**src/hw/cl_hello_pkg.sv**
```systemverilog
// Hello register target definitions
package cl_hello_pkg;

  typedef logic [31:0] addr_t;
  typedef logic [31:0] data_t;

  // ----------------------------------------------------------------------
  // Register map
  // ----------------------------------------------------------------------
  localparam addr_t HELLO_ADDR         = 32'h0000_0500;
  localparam addr_t VLED_ADDR          = 32'h0000_0504;
  localparam addr_t CNT_CTRL_ADDR      = 32'h0000_0508;
  localparam addr_t TICK_VALUE_ADDR    = 32'h0000_050C;
  localparam addr_t CNT_LOAD_ADDR      = 32'h0000_0510;
  localparam addr_t CNT_WATERMARK_ADDR = 32'h0000_0514;
  localparam addr_t CNT_STATUS_ADDR    = 32'h0000_0518;

  localparam data_t      UNMAPPED_VALUE = 32'hDEAD_DEAD;
  localparam logic [1:0] RESP_OKAY      = 2'b00;

  // Counter control bits
  localparam int CTRL_ENABLE_BIT  = 0;
  localparam int CTRL_ONESHOT_BIT = 1;
  localparam int CTRL_CLEAR_BIT   = 2;
  localparam int CTRL_LOAD_BIT    = 3;

  localparam int VLED_WIDTH         = 16;
  localparam int CNT_WIDTH_DEFAULT  = 16;
  localparam int TICK_WIDTH_DEFAULT = 8;

  typedef struct packed {
    logic                          enable;
    logic                          oneshot;
    logic                          clear;
    logic                          load;
    logic [TICK_WIDTH_DEFAULT-1:0] tick_limit;
    logic [CNT_WIDTH_DEFAULT-1:0]  load_value;
    logic [CNT_WIDTH_DEFAULT-1:0]  watermark;
  } cnt_ctrl_t;

  // Field order matches the status register layout
  typedef struct packed {
    logic                          ge_watermark;
    logic [TICK_WIDTH_DEFAULT-1:0] tick_cnt;
    logic [CNT_WIDTH_DEFAULT-1:0]  cnt;
  } cnt_status_t;

endpackage

```
**src/hw/reg_access_if.sv**
```systemverilog
// Register access interface
`timescale 1ns/1ps

interface reg_access_if;

  // Write side, one cycle per access
  logic        wr_en;
  logic [31:0] wr_addr;
  logic [31:0] wr_data;

  // Read side, data returned in the rd_en cycle
  logic        rd_en;
  logic [31:0] rd_addr;
  logic [31:0] rd_data;

  modport bus (
    output wr_en, wr_addr, wr_data, rd_en, rd_addr,
    input  rd_data
  );

  modport regs (
    input  wr_en, wr_addr, wr_data, rd_en, rd_addr,
    output rd_data
  );

endinterface

```
**src/hw/axil_reg_slave.sv**
```systemverilog
// AXI4-Lite register target
`timescale 1ns/1ps

module axil_reg_slave (
  input  logic                clk_main_a0,
  input  logic                rst_main_n_sync,
  input  logic                awvalid,
  input  cl_hello_pkg::addr_t awaddr,
  output logic                awready,
  input  logic                wvalid,
  input  cl_hello_pkg::data_t wdata,
  output logic                wready,
  output logic                bvalid,
  output logic [1:0]          bresp,
  input  logic                bready,
  input  logic                arvalid,
  input  cl_hello_pkg::addr_t araddr,
  output logic                arready,
  output logic                rvalid,
  output cl_hello_pkg::data_t rdata,
  output logic [1:0]          rresp,
  input  logic                rready,
  reg_access_if.bus           bus
);
  import cl_hello_pkg::*;

  logic  wr_open_q;
  addr_t wr_addr_q;
  logic  rd_pend_q;
  addr_t rd_addr_q;
  logic  aw_xfer;
  logic  w_xfer;
  logic  ar_xfer;

  // ----------------------------------------------------------------------
  // Write channels
  // ----------------------------------------------------------------------
  // New address only once the previous response is gone
  assign awready = !wr_open_q && !bvalid;
  assign wready  = wr_open_q && wvalid;
  assign aw_xfer = awvalid && awready;
  assign w_xfer  = wvalid && wready;

  always_ff @(posedge clk_main_a0) begin
    if (!rst_main_n_sync) begin
      wr_open_q <= 1'b0;
    end else if (aw_xfer) begin
      wr_open_q <= 1'b1;
    end else if (w_xfer) begin
      wr_open_q <= 1'b0;
    end
  end

  always_ff @(posedge clk_main_a0) begin
    if (aw_xfer) begin
      wr_addr_q <= awaddr;
    end
  end

  always_ff @(posedge clk_main_a0) begin
    if (!rst_main_n_sync) begin
      bvalid <= 1'b0;
    end else if (w_xfer) begin
      bvalid <= 1'b1;
    end else if (bready) begin
      bvalid <= 1'b0;
    end
  end

  assign bresp = RESP_OKAY;

  // ----------------------------------------------------------------------
  // Read channels
  // ----------------------------------------------------------------------
  assign arready = !rd_pend_q && !rvalid;
  assign ar_xfer = arvalid && arready;

  always_ff @(posedge clk_main_a0) begin
    if (!rst_main_n_sync) begin
      rd_pend_q <= 1'b0;
    end else begin
      rd_pend_q <= ar_xfer;
    end
  end

  always_ff @(posedge clk_main_a0) begin
    if (ar_xfer) begin
      rd_addr_q <= araddr;
    end
  end

  // Data captured from the register file one cycle after the address
  always_ff @(posedge clk_main_a0) begin
    if (!rst_main_n_sync) begin
      rvalid <= 1'b0;
      rdata  <= '0;
    end else if (rvalid && rready) begin
      rvalid <= 1'b0;
      rdata  <= '0;
    end else if (rd_pend_q) begin
      rvalid <= 1'b1;
      rdata  <= bus.rd_data;
    end
  end

  assign rresp = RESP_OKAY;

  // Register side
  assign bus.wr_en   = w_xfer;
  assign bus.wr_addr = wr_addr_q;
  assign bus.wr_data = wdata;
  assign bus.rd_en   = rd_pend_q;
  assign bus.rd_addr = rd_addr_q;

endmodule

```
**src/hw/hello_reg_file.sv**
```systemverilog
// Hello and counter control registers
`timescale 1ns/1ps

module hello_reg_file #(
  parameter int CNT_WIDTH  = cl_hello_pkg::CNT_WIDTH_DEFAULT,
  parameter int TICK_WIDTH = cl_hello_pkg::TICK_WIDTH_DEFAULT
) (
  input  logic                                clk_main_a0,
  input  logic                                rst_main_n_sync,
  reg_access_if.regs                          regs,
  output cl_hello_pkg::cnt_ctrl_t             cnt_ctrl,
  input  cl_hello_pkg::cnt_status_t           cnt_status,
  output logic [cl_hello_pkg::VLED_WIDTH-1:0] hello_low,
  input  logic [cl_hello_pkg::VLED_WIDTH-1:0] vled_shadow
);
  import cl_hello_pkg::*;

  data_t                 hello_q;
  logic                  enable_q;
  logic                  oneshot_q;
  logic                  clear_q;
  logic                  load_q;
  logic [TICK_WIDTH-1:0] tick_limit_q;
  logic [CNT_WIDTH-1:0]  load_value_q;
  logic [CNT_WIDTH-1:0]  watermark_q;
  data_t                 rd_mux;

  // ----------------------------------------------------------------------
  // Register writes
  // ----------------------------------------------------------------------
  always_ff @(posedge clk_main_a0) begin
    if (!rst_main_n_sync) begin
      hello_q      <= '0;
      enable_q     <= 1'b0;
      oneshot_q    <= 1'b0;
      clear_q      <= 1'b0;
      load_q       <= 1'b0;
      tick_limit_q <= '0;
      load_value_q <= '0;
      watermark_q  <= '0;
    end else begin
      // Strobes last a single cycle
      clear_q <= 1'b0;
      load_q  <= 1'b0;
      if (regs.wr_en) begin
        case (regs.wr_addr)
          HELLO_ADDR: hello_q <= regs.wr_data;
          CNT_CTRL_ADDR: begin
            enable_q  <= regs.wr_data[CTRL_ENABLE_BIT];
            oneshot_q <= regs.wr_data[CTRL_ONESHOT_BIT];
            clear_q   <= regs.wr_data[CTRL_CLEAR_BIT];
            load_q    <= regs.wr_data[CTRL_LOAD_BIT];
          end
          TICK_VALUE_ADDR:    tick_limit_q <= regs.wr_data[TICK_WIDTH-1:0];
          CNT_LOAD_ADDR:      load_value_q <= regs.wr_data[CNT_WIDTH-1:0];
          CNT_WATERMARK_ADDR: watermark_q  <= regs.wr_data[CNT_WIDTH-1:0];
          default: ;
        endcase
      end
    end
  end

  // ----------------------------------------------------------------------
  // Readback
  // ----------------------------------------------------------------------
  always_comb begin
    case (regs.rd_addr)
      HELLO_ADDR:         rd_mux = {hello_q[7:0], hello_q[15:8],
                                    hello_q[23:16], hello_q[31:24]};
      VLED_ADDR:          rd_mux = data_t'(vled_shadow);
      CNT_CTRL_ADDR:      rd_mux = data_t'({oneshot_q, enable_q});
      TICK_VALUE_ADDR:    rd_mux = data_t'(tick_limit_q);
      CNT_LOAD_ADDR:      rd_mux = data_t'(load_value_q);
      CNT_WATERMARK_ADDR: rd_mux = data_t'(watermark_q);
      CNT_STATUS_ADDR:    rd_mux = data_t'(cnt_status);
      default:            rd_mux = UNMAPPED_VALUE;
    endcase
  end

  assign regs.rd_data = regs.rd_en ? rd_mux : '0;

  // Counter control and LED source
  assign cnt_ctrl.enable     = enable_q;
  assign cnt_ctrl.oneshot    = oneshot_q;
  assign cnt_ctrl.clear      = clear_q;
  assign cnt_ctrl.load       = load_q;
  assign cnt_ctrl.tick_limit = TICK_WIDTH_DEFAULT'(tick_limit_q);
  assign cnt_ctrl.load_value = CNT_WIDTH_DEFAULT'(load_value_q);
  assign cnt_ctrl.watermark  = CNT_WIDTH_DEFAULT'(watermark_q);

  assign hello_low = hello_q[VLED_WIDTH-1:0];

endmodule

```
**src/hw/vled_mask.sv**
```systemverilog
// Virtual LED shadow and switch mask
`timescale 1ns/1ps

module vled_mask (
  input  logic                                clk_main_a0,
  input  logic                                rst_main_n_sync,
  input  logic [cl_hello_pkg::VLED_WIDTH-1:0] hello_low,
  input  logic [cl_hello_pkg::VLED_WIDTH-1:0] vdip,
  output logic [cl_hello_pkg::VLED_WIDTH-1:0] vled_shadow,
  output logic [cl_hello_pkg::VLED_WIDTH-1:0] vled
);
  import cl_hello_pkg::*;

  logic [VLED_WIDTH-1:0] vdip_q1;
  logic [VLED_WIDTH-1:0] vdip_q2;

  // Switches are asynchronous, two flops before use
  always_ff @(posedge clk_main_a0) begin
    if (!rst_main_n_sync) begin
      vdip_q1     <= '0;
      vdip_q2     <= '0;
      vled_shadow <= '0;
      vled        <= '0;
    end else begin
      vdip_q1     <= vdip;
      vdip_q2     <= vdip_q1;
      vled_shadow <= hello_low;
      vled        <= vled_shadow & vdip_q2;
    end
  end

endmodule

```
**src/hw/tick_counter.sv**
```systemverilog
// Prescaled event counter
`timescale 1ns/1ps

module tick_counter #(
  parameter int CNT_WIDTH  = cl_hello_pkg::CNT_WIDTH_DEFAULT,
  parameter int TICK_WIDTH = cl_hello_pkg::TICK_WIDTH_DEFAULT
) (
  input  logic                      clk_main_a0,
  input  logic                      rst_main_n_sync,
  input  cl_hello_pkg::cnt_ctrl_t   cnt_ctrl,
  output cl_hello_pkg::cnt_status_t cnt_status
);
  import cl_hello_pkg::*;

  logic [TICK_WIDTH-1:0] tick_cnt_q;
  logic [CNT_WIDTH-1:0]  cnt_q;
  logic [TICK_WIDTH-1:0] tick_limit;
  logic                  tick;
  logic                  cnt_full;

  assign tick_limit = TICK_WIDTH'(cnt_ctrl.tick_limit);
  assign tick       = tick_cnt_q >= tick_limit;
  assign cnt_full   = &cnt_q;

  // ----------------------------------------------------------------------
  // Prescaler and main counter
  // ----------------------------------------------------------------------
  always_ff @(posedge clk_main_a0) begin
    if (!rst_main_n_sync || cnt_ctrl.clear) begin
      tick_cnt_q <= '0;
      cnt_q      <= '0;
    end else begin
      if (cnt_ctrl.enable) begin
        tick_cnt_q <= tick ? '0 : tick_cnt_q + 1'b1;
      end
      if (cnt_ctrl.load) begin
        cnt_q <= CNT_WIDTH'(cnt_ctrl.load_value);
      end else if (cnt_ctrl.enable && tick) begin
        // One-shot parks at all ones
        if (!(cnt_ctrl.oneshot && cnt_full)) begin
          cnt_q <= cnt_q + 1'b1;
        end
      end
    end
  end

  assign cnt_status.cnt          = CNT_WIDTH_DEFAULT'(cnt_q);
  assign cnt_status.tick_cnt     = TICK_WIDTH_DEFAULT'(tick_cnt_q);
  assign cnt_status.ge_watermark = cnt_q >= CNT_WIDTH'(cnt_ctrl.watermark);

endmodule

```
**src/hw/cl_hello_top.sv**
```systemverilog
// Hello register target top level
`timescale 1ns/1ps

module cl_hello_top #(
  parameter int CNT_WIDTH  = cl_hello_pkg::CNT_WIDTH_DEFAULT,
  parameter int TICK_WIDTH = cl_hello_pkg::TICK_WIDTH_DEFAULT
) (
  input  logic                                clk_main_a0,
  input  logic                                rst_main_n_sync,
  input  logic                                awvalid,
  input  cl_hello_pkg::addr_t                 awaddr,
  output logic                                awready,
  input  logic                                wvalid,
  input  cl_hello_pkg::data_t                 wdata,
  output logic                                wready,
  output logic                                bvalid,
  output logic [1:0]                          bresp,
  input  logic                                bready,
  input  logic                                arvalid,
  input  cl_hello_pkg::addr_t                 araddr,
  output logic                                arready,
  output logic                                rvalid,
  output cl_hello_pkg::data_t                 rdata,
  output logic [1:0]                          rresp,
  input  logic                                rready,
  input  logic [cl_hello_pkg::VLED_WIDTH-1:0] vdip,
  output logic [cl_hello_pkg::VLED_WIDTH-1:0] vled
);
  import cl_hello_pkg::*;

  cnt_ctrl_t             cnt_ctrl;
  cnt_status_t           cnt_status;
  logic [VLED_WIDTH-1:0] hello_low;
  logic [VLED_WIDTH-1:0] vled_shadow;

  reg_access_if reg_bus ();

  axil_reg_slave u_axil_reg_slave (
    .clk_main_a0     (clk_main_a0),
    .rst_main_n_sync (rst_main_n_sync),
    .awvalid         (awvalid),
    .awaddr          (awaddr),
    .awready         (awready),
    .wvalid          (wvalid),
    .wdata           (wdata),
    .wready          (wready),
    .bvalid          (bvalid),
    .bresp           (bresp),
    .bready          (bready),
    .arvalid         (arvalid),
    .araddr          (araddr),
    .arready         (arready),
    .rvalid          (rvalid),
    .rdata           (rdata),
    .rresp           (rresp),
    .rready          (rready),
    .bus             (reg_bus.bus)
  );

  hello_reg_file #(
    .CNT_WIDTH  (CNT_WIDTH),
    .TICK_WIDTH (TICK_WIDTH)
  ) u_hello_reg_file (
    .clk_main_a0     (clk_main_a0),
    .rst_main_n_sync (rst_main_n_sync),
    .regs            (reg_bus.regs),
    .cnt_ctrl        (cnt_ctrl),
    .cnt_status      (cnt_status),
    .hello_low       (hello_low),
    .vled_shadow     (vled_shadow)
  );

  vled_mask u_vled_mask (
    .clk_main_a0     (clk_main_a0),
    .rst_main_n_sync (rst_main_n_sync),
    .hello_low       (hello_low),
    .vdip            (vdip),
    .vled_shadow     (vled_shadow),
    .vled            (vled)
  );

  tick_counter #(
    .CNT_WIDTH  (CNT_WIDTH),
    .TICK_WIDTH (TICK_WIDTH)
  ) u_tick_counter (
    .clk_main_a0     (clk_main_a0),
    .rst_main_n_sync (rst_main_n_sync),
    .cnt_ctrl        (cnt_ctrl),
    .cnt_status      (cnt_status)
  );

endmodule

```
**config.mk**
```make
export PLATFORM = sky130hd
export DESIGN_NAME = cl_hello_top
export DESIGN_NICKNAME = d
export VERILOG_FILES = /design/src/hw/cl_hello_pkg.sv /design/src/hw/reg_access_if.sv /design/src/hw/axil_reg_slave.sv /design/src/hw/hello_reg_file.sv /design/src/hw/vled_mask.sv /design/src/hw/tick_counter.sv /design/src/hw/cl_hello_top.sv
export SDC_FILE = /design/constraint.sdc
export NUM_CORES = 1
export LEC_CHECK = 0
export BUFFER_PORTS_ARGS = -buffer_cell sky130_fd_sc_hd__buf_2
export CAP_MARGIN = 20
export CORE_MARGIN = 2
export CORE_UTILIZATION = 35
export DETAILED_ROUTE_END_ITERATION = 8
export GPL_ROUTABILITY_DRIVEN = 0
export GPL_TIMING_DRIVEN = 0
export PLACE_DENSITY = 0.6
export RECOVER_POWER = 50
export SLEW_MARGIN = 20
export SYNTH_ARGS = -nofsm -noshare
export SYNTH_HDL_FRONTEND = slang
export SYNTH_SLANG_ARGS = --single-unit
export TNS_END_PERCENT = 30
```
**constraint.sdc**
```tcl
create_clock -name clk_main_a0 -period 3.3 [get_ports clk_main_a0]
set_input_delay 0.165 -clock clk_main_a0 [delete_from_list [all_inputs] [get_ports clk_main_a0]]
set_output_delay 0.165 -clock clk_main_a0 [all_outputs]
set_load 0.05 [all_outputs]
```
==> results by group <==
Clock tree
  • Worst-Skew Late Latency: 0.56 ns
  • # H-tree levels: 1
  • Clock-pin slew on the worst setup and hold paths: 0.06 ns
  • CTS sink count: around 260
  • Post-CTS sizing: 0
  • Hold buffer count at cts: 110
  • CTS tree: done
  • Num CTS Buffers: 28
  • Setup Fix Bufs, Post-CTS: 0
  • Clock Path Buffers: 3
  • Root Buffer Master: clkbuf_16

STA
  • Max Freq: 0.371 GHz
  • Worst hold margin: ~0.024 ns
  • Period utilisation layout: 81.8%
  • Post-route setup TNS: 0 ns
  • Max-slew headroom: -29.5%
  • Final hold violations: 0
  • Actual slew at the worst max-slew pin: 1.94 ns
  • RSZ-0062 raised after global routing: false
  • Slew Limit Fails: 34
  • Clock Skew: 0.0146 ns
  • Final worst slack: 0.602 ns
  • Tmin final: 2.70 ns
  • Setup violators final: 0

Route
  • Routed WL per cell: 18.2 um
  • Drt total wl: 30.8 mm
  • Iter 0 DRT Violations: slightly above 600
  • DRC violation count after routing: 0
  • Vias per cell: 4.89
  • DR pass1 iterations: 5
  • Final antenna-violating net count: 0
  • Vias: roughly 8200

Logic synthesis
  • Synth Instances: 960
  • Synthesis warning total: 0
  • Synth unique cells: 57
  • Synthesized area per cell: 11.1 um^2
  • Synth Register Bits: 264
  • Post-Syn Area: 0.0106 mm^2
  • Async SR Flop Fraction: 0%
  • Number of synthesized flops with an enable pin: between 60 and 70
  • Sequential area share after synthesis: around 56%
  • Primary FF master, synth: dfxtp_1

Power and ir drop
  • Sw Ratio: 23.2%
  • Clock share of power: roughly 46%
  • Sequential power share: a little under half
  • NetSw: 1.69 mW
  • Internal power: 5.63 mW
  • Comb power frac: 7.0%
  • Worst vdd ir: 475 uV
  • Pleak: between 5 and 6 nW
  • PwrDens: 522 mW/mm^2

Global routing
  • Largest net degree at the start of global routing: 34
  • Global-route wire length before repair: approximately 47 mm
  • Total GRT Usage: about a fifth
  • Total gr overflow: 0
  • Number of antenna violations at the first check in global routing: 0
  • Vias in the first global route: 8369

Floorplanning
  • Die width: around 180 um
  • Placeable Area: slightly below 0.03 mm^2
  • Die height: roughly 180 um
  • Die area: roughly 0.032 mm^2
  • Initial Util: 35.7%
  • I/O pin count: 176
  • Cell Rows: 63

Placement
  • DP Area: about 0.012 mm^2
  • # port buffers: about 170
  • Placed cell count: 1524
  • Pre-CTS setup slack: about 0.61 ns
  • Post-DP HPWL: 22.1 mm

Cells and area
  • # fillers: 2794
  • Final instance area: 0.0140 mm^2
  • Final nets: 1419
  • Most common cell after layout, fill and taps aside: dfxtp_1
  • # diodes: 0
  • Layout Cells excl Fill: between 1500 and 2000
  • Area grow syn2layout: 31.8%
  • Layout cell share with drive strength beyond 1: 16.4%
  • Most frequent cells in the layout: dfxtp_1 (200), buf_2 (126), dlygate4sd3_1 (110)

Min path
  • Worst hold path class: in -> reg
  • Hold path cells: 3

Worst setup path
  • Cell depth of the worst setup path: 9
  • Critical path, cell by cell: inv_1 -> ha_1 -> nand2b_1 -> a2111o_1 -> a32oi_2 -> buf_4 -> nor2_1 -> xnor2_1 -> o211a_1
  • Critical setup path kind: reg -> reg
  • CP top delay family: compound AO/OA/AOI/OAI gates
  • Critical path buffer and inverter count: 2
  • WP data required: between 3 and 4 ns
  • Peak fanout along the critical path: 10
  • CP peak stage delay: between 0.4 and 0.5 ns
  • R2R depth: 9
  • Critical Path Sink Type: flip-flop
  • FF-to-FF setup slack: 0.60 ns
  • Crit-path slowest cell: a32oi_2
  • Kind of start point of the critical path: flip-flop
  • Worst EP arrival: between 3 and 4 ns

Run
  • Max Cap Violations: 1

Run status
  • Failing checks: capacitance limit, slew limit
  • Status: finished, violations left
-- per-stage QoR --
stage               total power [mW]  utilization [%]
floorplan                       3.76                -
global placement                3.94             40.3
detailed placement              3.95             40.3
CTS                             7.38             47.3
global route                    7.55             47.1
finish                          7.32             47.1
-- synth_stat cells, types with 5 or more instances --
cell type / count / share of area [%]
xnor2_1: 14 / 1.2
nand2b_1: 12 / 0.70
nand4_1: 8 / 0.47
and3_1: 26 / 1.5
nor4_1: 13 / 0.76
mux2i_1: 91 / 8.6
nand3_1: 16 / 0.75
and2_1: 54 / 3.2
xor2_1: 7 / 0.58
o21ai_0: 47 / 2.2
a22oi_1: 6 / 0.42
nor2b_1: 80 / 4.7
edfxtp_1: 64 / 18
clkbuf_1: 28 / 0.99
a21oi_1: 39 / 1.8
dfxtp_1: 200 / 38
o21bai_1: 7 / 0.49
nor3_1: 9 / 0.42
buf_2: 9 / 0.42
buf_4: 13 / 0.92
a211oi_1: 5 / 0.35
inv_1: 31 / 1.1
nor2_1: 40 / 1.4
ha_1: 26 / 3.1
buf_6: 6 / 0.63
and4_1: 7 / 0.58
a221oi_1: 19 / 1.6
nand2_1: 31 / 1.1
-- path summary, 6_finish.rpt --
check,startpoint,to
setup / recovery,u_tick_counter.tick_cnt_q[0]$_SDFFE_PP0P_,u_tick_counter.cnt_q[0]$_SDFFE_PP0P_
hold / removal,wdata[6],u_hello_reg_file.hello_q[6]$_SDFFE_PN0P_
setup reg to reg,u_tick_counter.tick_cnt_q[0]$_SDFFE_PP0P_,u_tick_counter.cnt_q[0]$_SDFFE_PP0P_
hold reg to reg,u_vled_mask.vdip_q1[11]$_SDFF_PN0_,u_vled_mask.vdip_q2[11]$_SDFF_PN0_
-- layout make-up --
type / count / area, um^2 / share of cell area [%]
repair buffers: 281 / 1890 / 13.5
clock buffers: 34 / 774 / 5.52
inverters: 31 / 116 / 0.829
well taps: 390 / 488 / 3.48
clock inverters: 18 / 225 / 1.61
flip-flops and latches: 264 / 5930 / 42.2
plain buffers: 58 / 335 / 2.39
multi-input cells: 610 / 4280 / 30.5
-- tightest hold or removal path, stage by stage --
cell and delay, ns:
buf_2 0.16, mux2i_1 0.14, nor2b_1 0.05
-- state kept, by name, indices dropped and copies added (netlist names), 32 cells and up --
signal / cells
u_axil_reg_slave.rdata: 32
u_axil_reg_slave.bus.wr_addr: 32
u_axil_reg_slave.bus.rd_addr: 32
u_hello_reg_file.hello_q: 32
-- metal layers --
layer	GRT usage (%)	wire length [um]	up-vias
met5	0	0	-
met4	5.93	866	0
met3	3.22	1870	64
met2	33.7	15000	260
met1	24.2	13000	3886
li1	-	-	4028
-- power by group through the flow --
stage | clock, mW | sequential (mW) | combinational (mW)
final | 3.35 | 3.46 | 0.514
after global placement | 0 | 3.52 | 0.417
after floorplan | 0 | 3.60 | 0.164
after global routing | 3.53 | 3.47 | 0.552
after detailed placement | 0 | 3.53 | 0.419
after CTS | 3.41 | 3.46 | 0.522
-- kinds of logic after synthesis --
kind of cell | after synthesis | synth area share (%)
mux | 94 | 8.87
flops | 264 | 55.6
fa+ha+maj | 26 | 3.05
simple gates | 315 | 17.2
compound gates | 150 | 9.19
other cells | 1 | 0.0352
buf+inv | 89 | 4.31
xor+xnor | 21 | 1.73
(Power assumes the default switching activity.)
